[config.mk]
export PLATFORM = sky130hd
export DESIGN_NAME = spi_host_top
export DESIGN_NICKNAME = d
export VERILOG_FILES = /design/src/spi_pkg.sv /design/src/spi_host_top.sv /design/src/spi_burst_sequencer.sv /design/src/spi_host_shifter.sv
export VERILOG_INCLUDE_DIRS = /design/src /design/src/include
export SDC_FILE = /design/constraint.sdc
export NUM_CORES = 1
export LEC_CHECK = 0
export BUFFER_PORTS_ARGS = -buffer_cell sky130_fd_sc_hd__buf_4
export CORE_MARGIN = 2
export CORE_UTILIZATION = 52
export DETAILED_ROUTE_END_ITERATION = 8
export PLACE_DENSITY_LB_ADDON = 0.12
export SLEW_MARGIN = 40
export SYNTH_ARGS = -nofsm -noshare
export SYNTH_HDL_FRONTEND = slang
export SYNTH_SLANG_ARGS = --single-unit
[constraint.sdc]
create_clock -name clk -period 2.9 [get_ports clk]
set_clock_uncertainty 0.15 [all_clocks]
set_input_delay 0.87 -clock clk [delete_from_list [all_inputs] [get_ports clk]]
set_output_delay 0.87 -clock clk [all_outputs]
set_load 0.03 [all_outputs]
[src/include/spi_settings.svh]
`ifndef SPI_SETTINGS_SVH
`define SPI_SETTINGS_SVH

////////////////////
// SPI sizing

// Width of the runtime SCK divisor input
`define SPI_CLKDIV_WIDTH 16

// Bits shifted per byte on the wire
`define SPI_BYTE_WIDTH 8

// Longest burst the sequencer accepts
`define SPI_MAX_BURST 4

// Command and result words hold a full burst
`define SPI_WORD_WIDTH (`SPI_BYTE_WIDTH * `SPI_MAX_BURST)

// Enough bits to count 1 to SPI_MAX_BURST bytes
`define SPI_LEN_WIDTH $clog2(`SPI_MAX_BURST + 1)

`endif
[src/spi_pkg.sv]
package spi_pkg;

	////////////////////
	// Shifter edge options

	// SCK edge on which the remote device samples MOSI
	typedef enum logic {
		sample_rising,
		sample_falling
	} sample_edge_t;

	// Host MISO sampling relative to the remote sample edge
	// Normal samples on the same edge, inverted half a bit later
	typedef enum logic {
		local_normal,
		local_inverted
	} local_edge_t;

	////////////////////
	// Burst sequencer

	// Idle waits for a command, finish is the single done cycle
	typedef enum logic [1:0] {
		seq_idle,
		seq_shifting,
		seq_finish
	} seq_state_t;

endpackage

[src/spi_host_top.sv]
`timescale 1ns/10ps
`include "spi_settings.svh"

module spi_host_top #(
	parameter spi_pkg::sample_edge_t sample_edge = spi_pkg::sample_rising,
	parameter spi_pkg::local_edge_t local_edge = spi_pkg::local_normal,
	parameter bit change_on_done = 1'b1
) (
	input logic clk,
	input logic arst_n,
	// Command side
	input logic start,
	input logic [`SPI_LEN_WIDTH-1:0] burst_len,
	input logic [`SPI_WORD_WIDTH-1:0] tx_word,
	input logic [`SPI_CLKDIV_WIDTH-1:0] clkdiv,
	output logic busy,
	output logic done,
	output logic [`SPI_WORD_WIDTH-1:0] rx_word,
	// SPI pins
	output logic spi_cs_n,
	output logic spi_sck,
	output logic spi_mosi,
	input logic spi_miso
);

	// Byte handoff between sequencer and shifter
	logic shift_en;
	logic shift_done;
	logic [`SPI_BYTE_WIDTH-1:0] tx_data;
	logic [`SPI_BYTE_WIDTH-1:0] rx_data;

	spi_burst_sequencer seq_i (
		.clk(clk),
		.arst_n(arst_n),
		.start(start),
		.burst_len(burst_len),
		.tx_word(tx_word),
		.rx_word(rx_word),
		.busy(busy),
		.done(done),
		.spi_cs_n(spi_cs_n),
		.shift_en(shift_en),
		.tx_data(tx_data),
		.shift_done(shift_done),
		.rx_data(rx_data)
	);

	spi_host_shifter #(
		.sample_edge(sample_edge),
		.local_edge(local_edge),
		.change_on_done(change_on_done)
	) shifter_i (
		.clk(clk),
		.arst_n(arst_n),
		.clkdiv(clkdiv),
		.shift_en(shift_en),
		.tx_data(tx_data),
		.spi_miso(spi_miso),
		.spi_sck(spi_sck),
		.spi_mosi(spi_mosi),
		.shift_done(shift_done),
		.rx_data(rx_data)
	);

endmodule

[src/spi_burst_sequencer.sv]
`timescale 1ns/10ps
`include "spi_settings.svh"

module spi_burst_sequencer (
	input logic clk,
	input logic arst_n,
	input logic start,
	input logic [`SPI_LEN_WIDTH-1:0] burst_len,
	input logic [`SPI_WORD_WIDTH-1:0] tx_word,
	output logic [`SPI_WORD_WIDTH-1:0] rx_word,
	output logic busy,
	output logic done,
	output logic spi_cs_n,
	output logic shift_en,
	output logic [`SPI_BYTE_WIDTH-1:0] tx_data,
	input logic shift_done,
	input logic [`SPI_BYTE_WIDTH-1:0] rx_data
);

	localparam int byte_w = `SPI_BYTE_WIDTH;
	localparam int word_w = `SPI_WORD_WIDTH;
	localparam int len_w = `SPI_LEN_WIDTH;
	localparam logic [len_w-1:0] max_len = len_w'(`SPI_MAX_BURST);

	spi_pkg::seq_state_t state;

	logic kick;
	logic in_flight;
	logic [len_w-1:0] len_q;
	logic [len_w-1:0] bytes_left;
	logic [len_w-1:0] pad_bytes;
	logic [word_w-1:0] tx_shreg;
	logic [word_w-1:0] rx_shreg;
	logic [word_w-1:0] rx_packed;
	logic [word_w-1:0] rx_aligned;
	logic accept;
	logic byte_end;
	logic last_byte;

	////////////////////
	// Status and decode

	assign busy = (state == spi_pkg::seq_shifting);
	assign done = (state == spi_pkg::seq_finish);

	// Commands only land while not busy
	assign accept = start && !busy;

	// Only count shift_done pulses that belong to this burst
	assign byte_end = shift_done && in_flight;
	// Zero-length bursts fall out here too
	assign last_byte = byte_end && (bytes_left <= len_w'(1));

	// Next outgoing byte sits at the top
	assign tx_data = tx_shreg[word_w-1 -: byte_w];

	// Fold in the final byte and push the burst up to the top
	assign rx_packed = {rx_shreg[word_w-byte_w-1:0], rx_data};
	assign pad_bytes = max_len - len_q;
	assign rx_aligned = rx_packed << (pad_bytes * byte_w);

	////////////////////
	// Burst FSM

	always_ff @(posedge clk or negedge arst_n) begin
		if (!arst_n) begin
			state <= spi_pkg::seq_idle;
			kick <= 1'b0;
			in_flight <= 1'b0;
			len_q <= '0;
			bytes_left <= '0;
			spi_cs_n <= 1'b1;
			shift_en <= 1'b0;
		end else begin
			shift_en <= 1'b0;
			kick <= 1'b0;
			case (state)
				spi_pkg::seq_idle,
				spi_pkg::seq_finish: begin
					// Finish lasts one cycle, a new command may start in it
					state <= spi_pkg::seq_idle;
					if (accept) begin
						state <= spi_pkg::seq_shifting;
						spi_cs_n <= 1'b0;
						kick <= 1'b1;
						len_q <= burst_len;
						bytes_left <= burst_len;
					end
				end

				spi_pkg::seq_shifting: begin
					// First byte one cycle after chip select falls
					if (kick) begin
						shift_en <= 1'b1;
						in_flight <= 1'b1;
					end
					if (last_byte) begin
						// End of frame
						in_flight <= 1'b0;
						spi_cs_n <= 1'b1;
						state <= spi_pkg::seq_finish;
					end else if (byte_end) begin
						// Next byte right behind shift_done
						shift_en <= 1'b1;
						bytes_left <= bytes_left - 1'b1;
					end
				end

				default: begin
					state <= spi_pkg::seq_idle;
					spi_cs_n <= 1'b1;
					in_flight <= 1'b0;
				end
			endcase
		end
	end

	////////////////////
	// Data words

	always_ff @(posedge clk) begin
		// Local copy of tx_word, moves up one byte per shift
		if (accept) begin
			tx_shreg <= tx_word;
		end else if (shift_en) begin
			tx_shreg <= tx_shreg << byte_w;
		end
		if (byte_end) begin
			rx_shreg <= rx_packed;
		end
		// Result holds until the next command
		if (last_byte) begin
			rx_word <= rx_aligned;
		end
	end

	////////////////////
	// Checks

	// Shifter activity only inside a chip-select frame
	a_cs_framed: assert property (@(posedge clk) disable iff (!arst_n)
		(shift_en || shift_done) |-> !spi_cs_n);

	a_done_alone: assert property (@(posedge clk) disable iff (!arst_n)
		!(done && shift_en));

	// Length is only meaningful on an accepted command
	a_len_range: assert property (@(posedge clk) disable iff (!arst_n)
		accept |-> ((burst_len >= len_w'(1)) && (burst_len <= max_len)));

endmodule

[src/spi_host_shifter.sv]
`timescale 1ns/10ps
`include "spi_settings.svh"

module spi_host_shifter #(
	parameter spi_pkg::sample_edge_t sample_edge = spi_pkg::sample_rising,
	parameter spi_pkg::local_edge_t local_edge = spi_pkg::local_normal,
	parameter bit change_on_done = 1'b0
) (
	input logic clk,
	input logic arst_n,
	input logic [`SPI_CLKDIV_WIDTH-1:0] clkdiv,
	input logic shift_en,
	input logic [`SPI_BYTE_WIDTH-1:0] tx_data,
	input logic spi_miso,
	output logic spi_sck,
	output logic spi_mosi,
	output logic shift_done,
	output logic [`SPI_BYTE_WIDTH-1:0] rx_data
);

	localparam int byte_w = `SPI_BYTE_WIDTH;
	// Half-period counter drops the low divisor bit
	localparam int half_w = `SPI_CLKDIV_WIDTH - 1;
	localparam int cnt_w = $clog2(byte_w + 2);
	localparam logic [cnt_w-1:0] bits_all = cnt_w'(byte_w);
	localparam logic [cnt_w-1:0] bits_max = cnt_w'(byte_w + 1);
	// SCK level just before the remote sample edge
	localparam logic sck_pre = (sample_edge == spi_pkg::sample_falling);

	logic active;
	logic [cnt_w-1:0] count;
	logic [half_w-1:0] half_cnt;
	logic [half_w-1:0] half_lim;
	logic [byte_w-2:0] tx_shreg;
	logic [byte_w-1:0] rx_shreg;
	logic sample_pending;
	logic shift_done_adv;
	logic tick;
	logic remote_edge;
	logic launch_edge;
	logic tail;
	logic rx_sample;

	////////////////////
	// Edge decode

	assign half_lim = clkdiv[`SPI_CLKDIV_WIDTH-1:1];

	// Half period over, a new shift_en overrides everything
	assign tick = active && !shift_en && (half_cnt >= half_lim);

	// All eight remote edges seen, only the return to idle is left
	assign tail = (count == bits_all);

	// Remote device samples here
	assign remote_edge = tick && !tail && (spi_sck == sck_pre);

	// MOSI moves to the next bit here
	assign launch_edge = tick && !tail && (spi_sck != sck_pre);

	// Inverted mode takes MISO one half period after each remote edge
	assign rx_sample = (local_edge == spi_pkg::local_normal) ? remote_edge :
		(tick && sample_pending);

	////////////////////
	// Control

	always_ff @(posedge clk or negedge arst_n) begin
		if (!arst_n) begin
			active <= 1'b0;
			count <= '0;
			half_cnt <= '0;
			spi_sck <= 1'b0;
			spi_mosi <= 1'b0;
			sample_pending <= 1'b0;
			shift_done_adv <= 1'b0;
		end else begin
			shift_done_adv <= 1'b0;
			if (shift_en) begin
				// MSB goes out at once
				active <= 1'b1;
				count <= '0;
				half_cnt <= '0;
				sample_pending <= 1'b0;
				spi_sck <= sck_pre;
				spi_mosi <= tx_data[byte_w-1];
			end else if (active) begin
				if (!tick) begin
					half_cnt <= half_cnt + 1'b1;
				end else begin
					half_cnt <= '0;
					sample_pending <= 1'b0;
					if (tail) begin
						// Bring SCK back low, then hold half a bit before done
						if (spi_sck) begin
							spi_sck <= 1'b0;
						end else begin
							active <= 1'b0;
							shift_done_adv <= 1'b1;
						end
					end else if (remote_edge) begin
						spi_sck <= !spi_sck;
						count <= count + 1'b1;
						sample_pending <= 1'b1;
					end else begin
						spi_sck <= !spi_sck;
						spi_mosi <= tx_shreg[byte_w-2];
					end
				end
			end
		end
	end

	////////////////////
	// Shift registers

	always_ff @(posedge clk) begin
		if (shift_en) begin
			tx_shreg <= tx_data[byte_w-2:0];
		end else if (launch_edge) begin
			tx_shreg <= {tx_shreg[byte_w-3:0], 1'b0};
		end
		// MSB first, so the newest bit enters at the bottom
		if (rx_sample) begin
			rx_shreg <= {rx_shreg[byte_w-2:0], spi_miso};
		end
	end

	////////////////////
	// Result stage

	generate
		if (change_on_done) begin : g_gated
			// rx_data only moves with shift_done, one cycle later
			always_ff @(posedge clk or negedge arst_n) begin
				if (!arst_n) begin
					shift_done <= 1'b0;
				end else begin
					shift_done <= shift_done_adv;
				end
			end

			always_ff @(posedge clk) begin
				if (shift_done_adv) begin
					rx_data <= rx_shreg;
				end
			end
		end else begin : g_direct
			assign shift_done = shift_done_adv;
			assign rx_data = rx_shreg;
		end
	endgenerate

	////////////////////
	// Checks

	// Sequencer must wait for the byte to finish
	a_no_overlap: assert property (@(posedge clk) disable iff (!arst_n)
		shift_en |-> !active);

	// Divisor must stay put while a byte is on the wire
	a_half_cnt: assert property (@(posedge clk) disable iff (!arst_n)
		active |-> (half_cnt <= half_lim));

	a_bit_cnt: assert property (@(posedge clk) disable iff (!arst_n)
		count <= bits_max);

endmodule

=== Yosys cells after proc, flatten, opt, wreduce, memory -nomap -nowiden ===
Cells that the tools add are included.

* Register bits after elaboration: 147
* Bits in latches: 0
* RAM bits: 0
* ROM bits: 0
* Input port bits: 55
* Output and inout bits: 37
* Memories: 0

* Add/sub/neg operators: 4
* Multipliers: 0
* Div/mod/pow operators: 0
* Magnitude comparators: 2
* Equal/unequal tests: 10
* Shifts and indexed selects: 1
* Multiplexer cells: 50
* Bitwise operators: 2
* Reduce and logical (&&, ||, !) cells: 27

{| class="wikitable"
|+ Operators by type and width
! kind !! count
|-
| 2-to-1 mux 32 bit || 2
|-
| 2-to-1 mux 15 bit || 3
|-
| << shifter 32 x 6 -> 32 bit || 1
|-
| 2-to-1 mux 1 bit || 30
|-
| 2-to-1 mux 4 bit || 5
|-
| adder 15 x 1 -> 15 bit (second input constant) || 1
|-
| >= comparator 15 bit || 1
|-
| 2-to-1 mux 7 bit || 2
|-
| AND reduction 4 bit || 3
|-
| nonzero test 2 bit || 6
|-
| inequality test 2 bit (second input constant) || 5
|-
| 2-to-1 mux 3 bit || 3
|-
| logical AND 1 bit || 8
|-
| AND reduction 2 bit || 4
|-
| case mux 3 bit (2 select lines) || 1
|-
| adder 4 x 1 -> 4 bit (second input constant) || 1
|-
| == test 4 bit (second input constant) || 1
|-
| zero test 1 bit || 4
|-
| case mux 1 bit (2 select lines) || 2
|-
| case mux 2 bit (2 select lines) || 1
|-
| less-or-equal comparator 3 x 1 -> 1 bit (second input constant) || 1
|-
| inequality test 3 bit (second input constant) || 1
|-
| subtractor 3 x 1 -> 3 bit (second input constant) || 1
|-
| subtractor 3 bit (first input constant) || 1
|-
| 7 further kinds || 8
|}

=== Logic depth before layout (Yosys ltp) ===
Gate-level depths: netlist of the first run.

* Depth in word-level cells: 10
* Depth in mapped cells: 10
* Mapped depth without buffers: 9

=== Modules after synthesis ===
From an unflattened synthesis of the first run, not the netlist that was laid out.

* Cells, all modules: 492
* Area total of the unflattened synthesis: 6662.6 µm²

{| class="wikitable"
|+ By module, submodules not included
! module !! times used !! cells an instance !! area an instance (µm²) !! seq. area each (µm²)
|-
| spi_burst_sequencer || 1 || 291 || 4289.1 || 2944.1
|-
| spi_host_shifter || 1 || 201 || 2373.5 || 1291.2
|}

=== Least setup slack after synthesis of the first run ===
OpenSTA, ideal clock, no wires.

* Kind: in2reg
* From: input port clkdiv[7]
* To: register shifter_i.tx_shreg[0] (enable)
* Data arrival time: 2.824 ns
* Setup slack: -0.455 ns
* Cell stages on the path: 7
* Cells stage by stage: inv_1 -> ha_1 -> nand4_1 -> o311a_1 -> o31ai_1 -> nand2_1 -> o21ai_0

* Cells in the longest elaborated chain, start to end: 5

{| class="wikitable"
|+ Ends and longest elaborated chain
! item !! line !! source
|-
| start: declaration || spi_host_top.sv:15 || <nowiki>input logic [`SPI_CLKDIV_WIDTH-1:0] clkdiv,</nowiki>
|-
| >= comparator 15 bit || spi_host_shifter.sv:50 || <nowiki>assign tick = active && !shift_en && (half_cnt >= half_lim);</nowiki>
|-
| logical AND 1 bit || spi_host_shifter.sv:50 ||
|-
| logical AND 1 bit (2 in a row) || spi_host_shifter.sv:59 || <nowiki>assign launch_edge = tick && !tail && (spi_sck != sck_pre);</nowiki>
|-
| nonzero test 2 bit (no line) || - ||
|-
| end signal: assignment || spi_host_shifter.sv:119 || <nowiki>tx_shreg <= tx_data[byte_w-2:0];</nowiki>
|-
| end signal: assignment || spi_host_shifter.sv:121 || <nowiki>tx_shreg <= {tx_shreg[byte_w-3:0], 1'b0};</nowiki>
|-
| end: declaration || spi_host_shifter.sv:34 || <nowiki>logic [byte_w-2:0] tx_shreg;</nowiki>
|}

No other way between the ends.
A chain may end at the register's enable or synchronous reset.

=== Worst setup path in the final report of the first run ===
* From: register seq_i.state[0]
* To: output port busy

* Cells in the longest elaborated chain, start to end: 1

{| class="wikitable"
|+ Ends and longest elaborated chain
! item !! line !! source
|-
| start: declaration || spi_burst_sequencer.sv:25 || <nowiki>spi_pkg::seq_state_t state;</nowiki>
|-
| start signal: assignment || spi_burst_sequencer.sv:67 || <nowiki>state <= spi_pkg::seq_idle;</nowiki>
|-
| start signal: assignment || spi_burst_sequencer.sv:81 || <nowiki>state <= spi_pkg::seq_idle;</nowiki>
|-
| start signal: assignment || spi_burst_sequencer.sv:83 || <nowiki>state <= spi_pkg::seq_shifting;</nowiki>
|-
| == test 2 x 1 -> 1 bit || spi_burst_sequencer.sv:43 || <nowiki>assign busy = (state == spi_pkg::seq_shifting);</nowiki>
|-
| end: declaration || spi_host_top.sv:16 || <nowiki>output logic busy,</nowiki>
|}

No other way between the ends.

==> results.txt, run 1 <==
The synthesized-area fraction occupied by and/or/nand/nor cells was 10.6%. Global routing used 18.9% of the available tracks across all layers. The number of global-route vias before repair was 3974. The tools report the detailed-route via count as 4091. In this run the tool buffered the top-level ports with 90 buffer cells. The worst slack after detailed placement is -0.192 ns. The first-pass detailed-route iteration total came out at 4. TritonCTS built the clock tree. The area fraction of the dominant cell type after synthesis is 51.7%, and the number of warnings printed during yosys synthesis is 0.

By area the synthesized netlist is led by sky130_fd_sc_hd__edfxtp_1 (52%), sky130_fd_sc_hd__dfrtp_1 (14%), sky130_fd_sc_hd__mux2_2 (5.4%), sky130_fd_sc_hd__ha_1 (4.1%), sky130_fd_sc_hd__nor2_1 (2.5%). The number of buffers on the longest clock path is 2. Endpoint kind of the worst setup timing path: an output pin. CTS built an H-tree with a depth of 4. A synthesized cell averages 13.2 um^2.

For the static leakage power, the log shows 3.37 nW. In this run the critical register-to-register path is captured at shifter_i.half_cnt[2]. By area, the combinational part of the netlist is dominated by simple AND/OR/NAND/NOR gates. In the post-synthesis netlist, the cell with the most instances is sky130_fd_sc_hd__edfxtp_1. The number of storage elements in the synthesis netlist was 147. In this run the critical register-to-register path is launched from shifter_i.half_cnt[0].

Footprint of the flip-flops and latches: 4240 um^2. Summing the areas of all xor and xnor instances in the mapped netlist gives 1.36% of the synthesized area. Mean number of vias per cell: 5.25. Of the total power, the share spent switching nets is 23.4%. For the post-route setup TNS, the log shows 0 ns. The antenna diode count is 0. Number of buffers added by the clock tree synthesis step: 17.

For the number of inserted filler cells in the final layout, the log shows 902. The flow ran to the end, and the final reports show no timing, DRC or antenna violations. Internal power comes to 4.15 mW. The count of cell types in the netlist is 46. Final hold analysis gives a worst-case slack of 0.275 ns. The global placer's final weighted congestion came out at 0.798. STA puts the critical path data required time at 1.88 ns. In the synthesized netlist the dominant register cell turns out to be sky130_fd_sc_hd__edfxtp_1. The overflow left after global routing is 0, and the fraction of the cycle the final worst path needs is 93.1%. In the synthesized netlist, the cells that appear most often are sky130_fd_sc_hd__edfxtp_1 (111), sky130_fd_sc_hd__nor2_1 (43), sky130_fd_sc_hd__dfrtp_1 (35). Entering global routing, the biggest net connects 37 pins.

Of the total power, combinational logic draws 11.6%. The floorplan step defined a die boundary enclosing 13300 um^2. Summing the sequential cell areas from Yosys gives 65.7% of the chip area. For the final count of hold timing violations, the log shows 0. For this design the ratio of total power to cell area is 672 nW/um^2. The worst register-to-register path has a setup slack of 0.38 ns. The final-stage net count was 674. The number of sinks on the clock net is 147, and the multiplexer share of the synthesized area is 7.89%. Post-route DRC violation count: 0. CTS placed an instance of sky130_fd_sc_hd__clkbuf_16 at the clock tree root. The logs give 53.7% for the worst-case headroom to the max-slew limit and 2040 um^2 for the multi-input gate area in the final layout. The count of final setup violators was 0; the final critical-path setup slack was 0.200 ns. Across the VDD grid, the largest voltage drop is 423 uV.

After floorplanning, the core was divided into 40 placement rows. The logs give 1.68 ns for the signal arrival time at the worst endpoint and 0 for the post-detailed-route count of antenna-violating nets. Type of the tightest min-delay check: primary input to asynchronous set/reset pin. For the number of nets in the synthesized netlist, the log shows 565. The routed wire length per instance is 15.2 um. The run gives 12100 um^2 as the standard cell core area. Sequential cells burn 45.7% of the power. The synthesized design contains 111 enable-type register cells. The finished layout holds 779 standard cells, fillers aside. The fraction of the mapped netlist area in adder cells works out to 4.07%. Cells with a size suffix above 1 make up 28.8% of the layout. Synthesis handed over a netlist of 489 instances.

The post-synthesis cell type with the largest combined area is sky130_fd_sc_hd__edfxtp_1. Detailed placement ended at an HPWL of 8020 um. Along the worst path, the maximum fanout reaches 15. The final core utilization was 66.8%; the proportion of register bits with asynchronous set or reset after synthesis was 24.5%. The run gives 216 as the DRC violation total after the first TritonRoute iteration. Buffers inserted to repair hold after CTS numbered 0. The number of gates resized after cts was 0; the cell area after technology mapping was 6450 um^2. The count of buffers added by post-CTS timing repair for setup came out at 0. The height of the die is 115 um. Timing would allow up to 370 MHz. The tools report the later-pin clock latency in the skew report as 0.42 ns. The synthesized netlist devotes 7.41% of its cell area to compound gates.

The length in cells of the worst reg-to-reg path was 9; the number of maximum-capacitance constraint violations was 0. In this run, the clock network consumes 42.7% of the power. For the number of placed cells counting well taps, the log shows 747.

The run gives 0 as the number of antenna violations at the first check in global routing. Setup repair after global routing left no endpoint under its margin. The clock-pin slew of the registers on the worst-case setup and hold paths was 0.06 ns. Kind of start point of the critical path: a register.

The floorplan step set the die width to 115 um. The area growth from synthesis to layout is 24.9%. The shortest clock period the worst path allows after layout was 2.70 ns; the actual transition at the worst max-transition pin was 0.692 ns. The final count of pins violating max slew is 0.

The first global-routing pass estimated 19200 um of wire. The run gives 11800 um as the total routed wirelength. The run gives 92 as the number of top-level pins. Path type of the worst setup path: register to output pin. The analysis attributes to net switching a power of 1.27 mW.

The initial utilization of the core area, before any placement, comes to 53.5%.
per-stage QoR:
| stage | total power [mW] | instance area (um^2) |
|---|---|---|
| after floorplan | 2.90 | 6470 |
| after detailed placement | 3.14 | 7430 |
| after global placement | 3.10 | 7430 |
| after global routing | 5.65 | 8060 |
| final | 5.41 | 8060 |
| after CTS | 5.45 | 8060 |
worst max-delay path by stage:
| stage | start | to | slack, ns | cells after the start |
|---|---|---|---|---|
| after global placement | clkdiv[6] | shifter_i.tx_shreg[5] | -0.15 | 8 |
| after CTS | seq_i.state[0] | busy | 0.17 | 3 |
| final | seq_i.state[0] | busy | 0.20 | 3 |
| after global routing | seq_i.state[0] | busy | 0.06 | 3 |
| after detailed placement | clkdiv[1] | shifter_i.half_cnt[2] | -0.19 | 9 |
| after floorplan | clkdiv[7] | shifter_i.tx_shreg[0] | 0.02 | 7 |
cell usage in the layout, fill, tap and decap left out, types with 6 or more instances in the layout:
| cell | synthesis | routed |
|---|---|---|
| sky130_fd_sc_hd__nor3_1 | 6 | 6 |
| sky130_fd_sc_hd__mux2_2 | 31 | 31 |
| sky130_fd_sc_hd__dfrtp_1 | 35 | 35 |
| sky130_fd_sc_hd__and3_1 | 10 | 10 |
| sky130_fd_sc_hd__ha_1 | 21 | 21 |
| sky130_fd_sc_hd__clkbuf_16 | 0 | 17 |
| sky130_fd_sc_hd__and2_1 | 9 | 9 |
| sky130_fd_sc_hd__xor2_1 | 8 | 8 |
| sky130_fd_sc_hd__nor2_1 | 43 | 42 |
| sky130_fd_sc_hd__buf_4 | 0 | 108 |
| sky130_fd_sc_hd__a21oi_1 | 21 | 21 |
| sky130_fd_sc_hd__edfxtp_1 | 111 | 111 |
| sky130_fd_sc_hd__inv_1 | 31 | 31 |
| sky130_fd_sc_hd__nand2_1 | 28 | 28 |
| sky130_fd_sc_hd__nand3_1 | 13 | 13 |
| sky130_fd_sc_hd__nor2b_1 | 13 | 13 |
| sky130_fd_sc_hd__o21ai_0 | 18 | 17 |
| sky130_fd_sc_hd__mux2i_1 | 16 | 16 |
| sky130_fd_sc_hd__a211oi_1 | 17 | 17 |
critical path, cell delays in order, from the launching register on:
cell                       delay [ns]
sky130_fd_sc_hd__dfrtp_1         0.44
sky130_fd_sc_hd__nand2b_1        0.39
sky130_fd_sc_hd__inv_1           0.22
sky130_fd_sc_hd__buf_4           0.22
layer usage:
layer / vias to the layer above / global-route usage [%] / share of wire [%]
li1: 2008 / - / -
met1: 1995 / 25.2 / 47
met2: 78 / 29.8 / 49
met3: 10 / 5.11 / 3.4
met4: 0 / 7.47 / 0.96
met5: - / 0 / 0
power groups by stage:
stage	registers (mW)	clock network, mW	logic (mW)
floorplan	2.51	0	0.399
global placement	2.50	0	0.592
detailed placement	2.51	0	0.629
CTS	2.47	2.35	0.633
global route	2.49	2.45	0.714
finish	2.47	2.31	0.628
kinds of logic after synthesis:
family | count (synthesis)
compound gates | 75
xor+xnor | 10
fa+ha+maj | 21
buf+inv | 50
flops | 147
mux | 47
simple gates | 139
registers in the layout, indices dropped and copies added (netlist names), 2 cells and up:
| name | cells |
|---|---|
| shifter_i.tx_shreg | 7 |
| seq_i.bytes_left | 3 |
| seq_i.rx_word | 32 |
| seq_i.len_q | 3 |
| seq_i.rx_shreg | 24 |
| seq_i.state | 2 |
| shifter_i.rx_shreg | 8 |
| shifter_i.half_cnt | 15 |
| shifter_i.count | 4 |
| shifter_i.rx_data | 8 |
| seq_i.tx_shreg | 32 |
layout make-up:
| cell class | count | area share (%) |
|---|---|---|
| inverter | 31 | 1.44 |
| multi-input combinational | 292 | 25.3 |
| clock inverter | 10 | 1.91 |
| timing repair buffer | 109 | 10.3 |
| clock buffer | 22 | 5.89 |
| sequential | 147 | 52.6 |
| tap | 168 | 2.61 |
No activity file was read; power rests on OpenSTA's default activity.
==> run 2: changes to the inputs <==
Settings changed: MAX_ROUTING_LAYER set to met4.
==> run 2 against run 1 <==
  * Non-clock buffer count is the same
  * Global-route usage grew 0.59 points
  * Worst hold slack is essentially flat
  * Die area is the same
  * Sequential share of layout area is the same
  * Via count grew 0.86%
  * First-iteration DRC count grew 19%
  * Clock power is essentially flat
  * Critical endpoint unchanged
==> results.txt, run 2 (synthesis gave the netlist of run 1 again) <==
The count of buffers added by post-CTS timing repair for setup was 0 (unchanged). Kind of start point of the critical path: a register. The logs give 19.5% (+0.59 points) for the all-layer global routing usage and 92 (unchanged) for the number of top-level pins. The global routing usage on met1 is 25.4% (+0.21 points), and the largest net degree at the start of global routing is 37 (unchanged). The final critical-path setup slack was 0.204 ns (+0.00382 ns); the routed wire length per instance was 15.2 um (about the same).

The logs give 0 (unchanged) for the number of buffers inserted for hold repair after clock tree synthesis and 147 (unchanged) for the number of sinks on the clock net. For the HPWL after detailed placement, the log shows 8020 um (unchanged). The run gives 19300 um (+0.11%) as the global-route wire length before repair. The global routing stage identified its most utilized layer as met2. The worst-path maximum fanout works out to 15 (unchanged).

The number of core rows was 40 (unchanged); the worst hold slack was 0.275 ns (-0.0000120 ns). The number of inserted filler cells in the final layout came out at 902 (unchanged). For the worst slack after detailed placement, the log shows -0.192 ns (unchanged). The DRC violation total after the first TritonRoute iteration is 257 (+19%), and the number of buffers on the longest clock path is 2 (unchanged).

The run gives 0 (unchanged) as the final count of pins violating max slew. The clock-pin slew of the registers on the worst-case setup and hold paths came out at 0.06 ns (about the same). The effective utilization at floorplan was 53.5% (unchanged). The run gives 8060 um^2 (unchanged) as the final instance area. The shortest clock period the worst path allows after layout works out to 2.70 ns (-0.00381 ns). In the final layout, the registers with the most flip-flops are seq_i.rx_word: 32 flops, seq_i.tx_shreg: 32 flops, seq_i.rx_shreg: 24 flops.

Most frequent standard cell in the layout excluding fill and tap cells: sky130_fd_sc_hd__edfxtp_1. The mean number of vias per cell was 5.30 (+0.86%). Maximum achievable frequency: 371 MHz (+0.14%). The run gives 0 (unchanged) as the number of antenna violations at the first check in global routing.

The filler-free cell count of the finished design is 779 (unchanged). The tools report the number of global-route vias before repair as 3957 (-0.43%). The worst register-to-register path begins at shifter_i.half_cnt[0].

Die boundary width: 115 um (unchanged). Type of the tightest min-delay check: primary input to asynchronous set/reset pin. The run finished with clean final reports. The total routed wirelength is 11800 um (about the same). STA classifies the critical path endpoint as an output pin.

The overflow left after global routing came out at 0 (unchanged). The setup path with the least slack is of type register to output pin. CTS placed an instance of sky130_fd_sc_hd__clkbuf_16 at the clock tree root. The actual transition at the worst max-transition pin is 0.687 ns (-0.00545 ns), and the post-route setup TNS is 0 ns (unchanged).

The tools report the final total power as 5.42 mW (about the same). The run gives 1.68 ns (about the same) as the signal arrival time at the worst endpoint. The number of placed cells counting well taps is 747 (unchanged). The required time at the endpoint of the critical path is 1.88 ns (about the same).

The area overhead of the layout relative to synthesis was 24.9% (unchanged); the height of the die was 115 um (unchanged). The die area is 13300 um^2 (unchanged). The tools report the global placer's final weighted congestion as 0.809 (+1.4%). The run gives 29.8% (unchanged) as the met2 track demand over resource in global routing.

The routing usage on met3 came out at 4.90% (-0.21 points). The tools report the detailed-route via count as 4126 (+0.86%). The run gives 0 (unchanged) as the count of final setup violators. The logs give 12100 um^2 (unchanged) for the standard cell core area and 4 (unchanged) for the H-tree level count. The number of buffers inserted by port buffering was 90 (unchanged).

Setup repair after global routing left no endpoint under its margin. For the post-detailed-route count of antenna-violating nets, the log shows 0 (unchanged). The number of buffers added by the clock tree synthesis step is 17 (unchanged), and the final-stage net count is 674 (unchanged). The tools report the first-pass detailed-route iteration total as 4 (unchanged). The library cells used most frequently in the layout, excluding fill and tap cells, are sky130_fd_sc_hd__edfxtp_1 (111), sky130_fd_sc_hd__buf_4 (108), sky130_fd_sc_hd__nor2_1 (42). The final count of hold timing violations is 0 (unchanged), and the number of gates resized after cts is 0 (unchanged). The static leakage power was 3.37 nW (unchanged). The fraction of the cycle the final worst path needs was 93.0% (-0.13 points); the length in cells of the worst reg-to-reg path was 9 (unchanged).

The register-to-register path setup slack was 0.38 ns (about the same); the later-pin clock latency in the skew report was 0.42 ns (about the same). The worst register-to-register path ends at shifter_i.half_cnt[2]. The final core utilization was 66.8% (unchanged). The worst-case headroom to the max-slew limit was 54.0% (+0.36 points). The run gives 0 (unchanged) as the post-route DRC violation count.

The power density of the placed cells is 672 nW/um^2 (about the same). The run gives 7430 um^2 (unchanged) as the cell area after placement. The number of maximum-capacitance constraint violations is 0 (unchanged), and the layout cell share with drive strength beyond 1 is 28.8% (unchanged). TritonCTS built the clock tree.

For the antenna diode count, the log shows 0 (unchanged). For the maximum ir drop on the vdd rail, the log shows 430 uV (+1.7%).
## run 2: cell counts in the layout (fill, tap and decap cells not counted)
No cell type changed its count.
## run 2: metal layers
| metal | share of wire (%) | up-vias |
|---|---|---|
| met3 | 3.5 | 15 |
| li1 | - | 2008 |
| met5 | 0 | - |
| met4 | 1.5 | 0 |
| met1 | 46 | 2018 |
| met2 | 49 | 85 |
## run 2: worst max-delay path by stage
stage	end	cells after the start	slack (ns)	from
6_report	busy	3	0.20	seq_i.state[0]
5_1_grt	busy	3	0.06	seq_i.state[0]
4_1_cts	busy	3	0.17	seq_i.state[0]
3_5_place_dp	shifter_i.half_cnt[2]	9	-0.19	clkdiv[1]
3_3_place_gp	shifter_i.tx_shreg[5]	8	-0.15	clkdiv[6]
2_1_floorplan	shifter_i.tx_shreg[0]	7	0.02	clkdiv[7]
## run 2: layout make-up
cell class	count	area, um^2	area share (%)
timing repair buffer	109	831	10.3
tap	168	210	2.61
sequential	147	4240	52.6
clock inverter	10	154	1.91
multi-input combinational	292	2040	25.3
inverter	31	116	1.44
clock buffer	22	474	5.89
## run 2: power breakdown
group          switching [mW]  internal, mW
Combinational           0.337         0.290
Clock                   0.818          1.50
Sequential              0.117          2.36
## run 2: critical path, cell delays in order (launching register included)
cell                       delay, ns
sky130_fd_sc_hd__dfrtp_1        0.44
sky130_fd_sc_hd__nand2b_1       0.39
sky130_fd_sc_hd__inv_1          0.21
sky130_fd_sc_hd__buf_4          0.22
==> run 3: changes to the inputs <==
Settings changed: ABC_AREA set to 1.
==> run 3 against run 2 <==
  * Clock power shrank 13%
  * Synthesized area increased by 2.8%
  * Combinational power down 85%
  * Via count increased by 3.9%
  * Sequential cell count stayed put
  * Wire length fell by 6.5%
  * Cell count increased by 12%
  * Sequential power down 9.3%
  * Count of clock-buffer cells in the layout unchanged
  * Die area rose by 2.7%
  * Global-route usage is 1.7 points lower
  * Critical path type unchanged
  * Critical endpoint unchanged
  * Largest power group unchanged
==> results.txt, run 3 <==
The worst-case headroom to the max-slew limit is 67.4% (+13 points), and the maximum achievable frequency is 426 MHz (+15%). The power density of the placed cells is 542 nW/um^2 (-19%). The tools report the count of cell types in the netlist as 41 (-11%). The most frequent cell after synthesis is sky130_fd_sc_hd__nand2_1. The flow ran to the end, and the final reports show no timing, DRC or antenna violations. The fraction of the mapped netlist area in compound gates is 5.75% (-1.7 points), and the number of global-route vias before repair is 3983 (+0.66%). The run gives 11100 um (-6.5%) as the total routed wirelength. The length in cells of the worst reg-to-reg path works out to 9 (unchanged). The fraction of power consumed by combinational cells is 2.2% (-9.4 points), and the register-to-register path setup slack is 0.64 ns (+0.26 ns).

The worst-path maximum fanout is 8 (-7), and the post-route DRC violation count is 0 (unchanged). The global-route wire length before repair was 18100 um (-6.1%). The switching share of power was 18.9% (-4.6 points); the antenna diode count was 0 (unchanged).

The startpoint of the worst register-to-register path is shifter_i.half_cnt[10]. The clock power share came out at 46.4% (+3.6 points). The parity-gate share of the synthesized area counting xor and xnor cells is 1.58% (+0.23 points), and the number of buffers inserted by port buffering is 90 (unchanged).

The synthesized instance count is 586 (+20%), and the HPWL after detailed placement is 7750 um (-3.3%). Signal arrival time at the worst endpoint: 1.33 ns (-0.35 ns). Die area: 13700 um^2 (+2.7%). By count the netlist is led by sky130_fd_sc_hd__nand2_1 (134), sky130_fd_sc_hd__edfxtp_1 (111), sky130_fd_sc_hd__inv_1 (62). The multiplexer share of the synthesized area works out to 4.07% (-3.8 points). The routing usage on met3 is 4.94% (+0.041 points), and the shortest clock period the worst path allows after layout is 2.35 ns (-0.347 ns).

Number of placed cells counting well taps: 838 (+12%). The H-tree level count is 4 (unchanged), and the synthesized-area fraction occupied by and/or/nand/nor cells is 15.4% (+4.9 points). The final total power was 4.36 mW (-20%); the standard cell core area was 12500 um^2 (+3.8%). In this run the worst hold path is classified as primary input to asynchronous set/reset pin. Static leakage power: 3.33 nW (-1.3%). Setup repair after global routing left no endpoint under its margin.

The library cells used most frequently in the layout, excluding fill and tap cells, are sky130_fd_sc_hd__nand2_1 (134), sky130_fd_sc_hd__edfxtp_1 (111), sky130_fd_sc_hd__buf_4 (98). In this run the critical register-to-register path is captured at shifter_i.tx_shreg[4]. The proportion of register bits with asynchronous set or reset after synthesis works out to 24.5% (unchanged). The worst setup path is launched from a register. In this run the most used layer during global routing was met2. The met2 track demand over resource in global routing was 27.9% (-2.0 points).

For the number of nets in the synthesized netlist, the log shows 662 (+17%). Layout cell share with drive strength beyond 1: 24.5% (-4.3 points). The final count of hold timing violations is 0 (unchanged). The path type of the worst setup path was register to output pin. The mean number of vias per cell is 4.93 (-6.9%), and the global routing usage on met1 is 21.7% (-3.7 points). In the final layout, the registers with the most flip-flops are seq_i.rx_word: 32 flops, seq_i.tx_shreg: 32 flops, seq_i.rx_shreg: 24 flops. The part of the power in registers is 51.4% (+5.8 points), and the number of storage elements in the synthesis netlist is 147 (unchanged). The tools report the count of buffers added by post-CTS timing repair for setup as 0 (unchanged). The number of top-level pins was 92 (unchanged); the number of sinks on the clock net was 147 (unchanged). The number of core rows is 41 (+2.5%), and the global placer's final weighted congestion is 0.835 (+3.2%). The maximum ir drop on the vdd rail came out at 359 uV (-17%).

The run gives 1027 (+14%) as the number of inserted filler cells in the final layout. The biggest area contributor in the post-synthesis netlist is sky130_fd_sc_hd__edfxtp_1. For the internal power of the cells, the log shows 3.53 mW (-15%). The synthesized area per cell was 11.3 um^2 (-14%).

The share of the yosys chip area belonging to registers was 63.9% (-1.8 points); the DRC violation total after the first TritonRoute iteration was 260 (+1.2%). The final count of pins violating max slew was 0 (unchanged). In the synthesized netlist the dominant register cell turns out to be sky130_fd_sc_hd__edfxtp_1. The tools report the post-route setup TNS as 0 ns (unchanged).

The actual transition at the worst max-transition pin is 0.489 ns (-0.198 ns). The area growth from synthesis to layout is 21.3%. The fraction of the cycle the final worst path needs is 81.0% (-12 points), and the filler-free cell count of the finished design is 870 (+12%). The die boundary width came out at 117 um (+1.4%).

Fraction of the mapped netlist area in adder cells: 3.96% (-0.11 points). The tree is rooted in a sky130_fd_sc_hd__clkbuf_16. Final-stage net count: 761 (+13%).

The logs give 0 (unchanged) for the overflow left after global routing and 17.9% (-1.7 points) for the all-layer global routing usage. The largest net degree at the start of global routing is 41 (+11%). The number of antenna violations at the first check in global routing came out at 0 (unchanged).

The number of flops mapped to enable cells by yosys was 111 (unchanged); the number of buffers on the longest clock path was 2 (unchanged). TritonCTS built the clock tree. The number of gates resized after cts is 0 (unchanged), and the first-pass detailed-route iteration total is 4 (unchanged).

The endpoint kind of the worst setup timing path is an output pin. The post-detailed-route count of antenna-violating nets is 0 (unchanged), and the routed wire length per instance is 12.7 um (-16%). Height of the die: 117 um (+1.4%). The logs give 53.0% (-0.50 points) for the effective utilization at floorplan and 17 (unchanged) for the number of buffers added by the clock tree synthesis step. The logs give 0 (unchanged) for the count of final setup violators and 0 (unchanged) for the number of buffers inserted for hold repair after clock tree synthesis. The most frequent standard cell in the layout excluding fill and tap cells was sky130_fd_sc_hd__nand2_1. The required time at the endpoint of the critical path came out at 1.88 ns (about the same).

Largest family of logic cells by synthesized area: simple AND/OR/NAND/NOR gates. The later-pin clock latency in the skew report was 0.42 ns (about the same). The number of maximum-capacitance constraint violations came out at 0 (unchanged). For the cell area after technology mapping, the log shows 6630 um^2 (+2.8%).

The run gives 0.824 mW (-35%) as the reported net switching power. The area fraction of the dominant cell type after synthesis works out to 50.3% (-1.4 points). Ranked by total cell area, the synthesized netlist is headed by sky130_fd_sc_hd__edfxtp_1 (50%), sky130_fd_sc_hd__dfrtp_1 (13%), sky130_fd_sc_hd__nand2_1 (7.6%), sky130_fd_sc_hd__ha_1 (4.0%), sky130_fd_sc_hd__mux2_2 (3.9%).

The critical path launch point was seq_i.state[0]. Critical path endpoint: busy. The detailed-route via count is 4288 (+3.9%), and the number of warnings printed during yosys synthesis is 0 (unchanged). The clock-pin slew of the registers on the worst-case setup and hold paths was 0.06 ns (about the same).
## run 3: cell count changes in the layout (fill, tap and decap cells not counted), sizes merged, moves of 11 or more
cell | previous run | this run
mux2i | 16 | 0
nor2 | 43 | 63
inv | 31 | 65
nand2 | 28 | 137
buf | 109 | 98
nor2b | 13 | 0
## run 3: power groups by stage
stage	sequential (mW)	combinational (mW)	clock [mW]
3_5_place_dp	2.28	0.0968	0
3_3_place_gp	2.28	0.0924	0
6_report	2.24	0.0956	2.02
2_1_floorplan	2.28	0.0239	0
5_1_grt	2.24	0.107	2.18
4_1_cts	2.24	0.0974	2.08
## run 3: layout make-up
class                           count  area, um^2  area share [%]
Multi-Input combinational cell    355        2050            25.5
Tap cell                          172         215            2.68
Inverter                           66         253            3.14
Clock buffer                       22         474            5.90
Sequential cell                   147        4240            52.7
Timing Repair Buffer               98         736            9.15
Clock inverter                     10        82.6            1.03
## run 3: kinds of logic after synthesis
kind of cell | Yosys count
simple gates | 236
flops | 147
buf+inv | 84
compound gates | 62
mux | 24
fa+ha+maj | 21
xor+xnor | 12
## run 3: worst max-delay path, stage by stage, from the launching register on
cell                      delay (ns)
sky130_fd_sc_hd__dfrtp_1        0.46
sky130_fd_sc_hd__inv_2          0.10
sky130_fd_sc_hd__nor2_8         0.16
sky130_fd_sc_hd__buf_4          0.19
## run 3: through the flow
step | utilization [%] | hold WS [ns] | setup slack (ns) | instance area (um^2)
floorplan | - | 0.250 | 0.124 | 6630
global placement | 59.8 | 0.256 | 0.195 | 7490
detailed placement | 59.8 | 0.259 | 0.137 | 7490
CTS | 64.3 | 0.269 | 0.524 | 8040
global route | 64.3 | 0.289 | 0.423 | 8040
finish | 64.3 | 0.268 | 0.551 | 8040
## run 3: worst min-delay path by stage
stage,startpoint,endpoint,slack [ns],cells past startpoint
floorplan,shifter_i.rx_shreg[7],shifter_i.rx_data[7],0.25,0
global placement,shifter_i.rx_shreg[7],shifter_i.rx_data[7],0.26,0
detailed placement,shifter_i.rx_shreg[7],shifter_i.rx_data[7],0.26,0
CTS,arst_n,shifter_i.half_cnt[5],0.27,1
global route,arst_n,shifter_i.half_cnt[11],0.29,1
finish,arst_n,shifter_i.half_cnt[11],0.27,1
## run 3: layer usage
metal / wire length (um) / vias to the layer above
li1: - / 2190
met1: 5040 / 1969
met2: 5280 / 108
met3: 540 / 21
met4: 223 / 0
met5: 0 / -
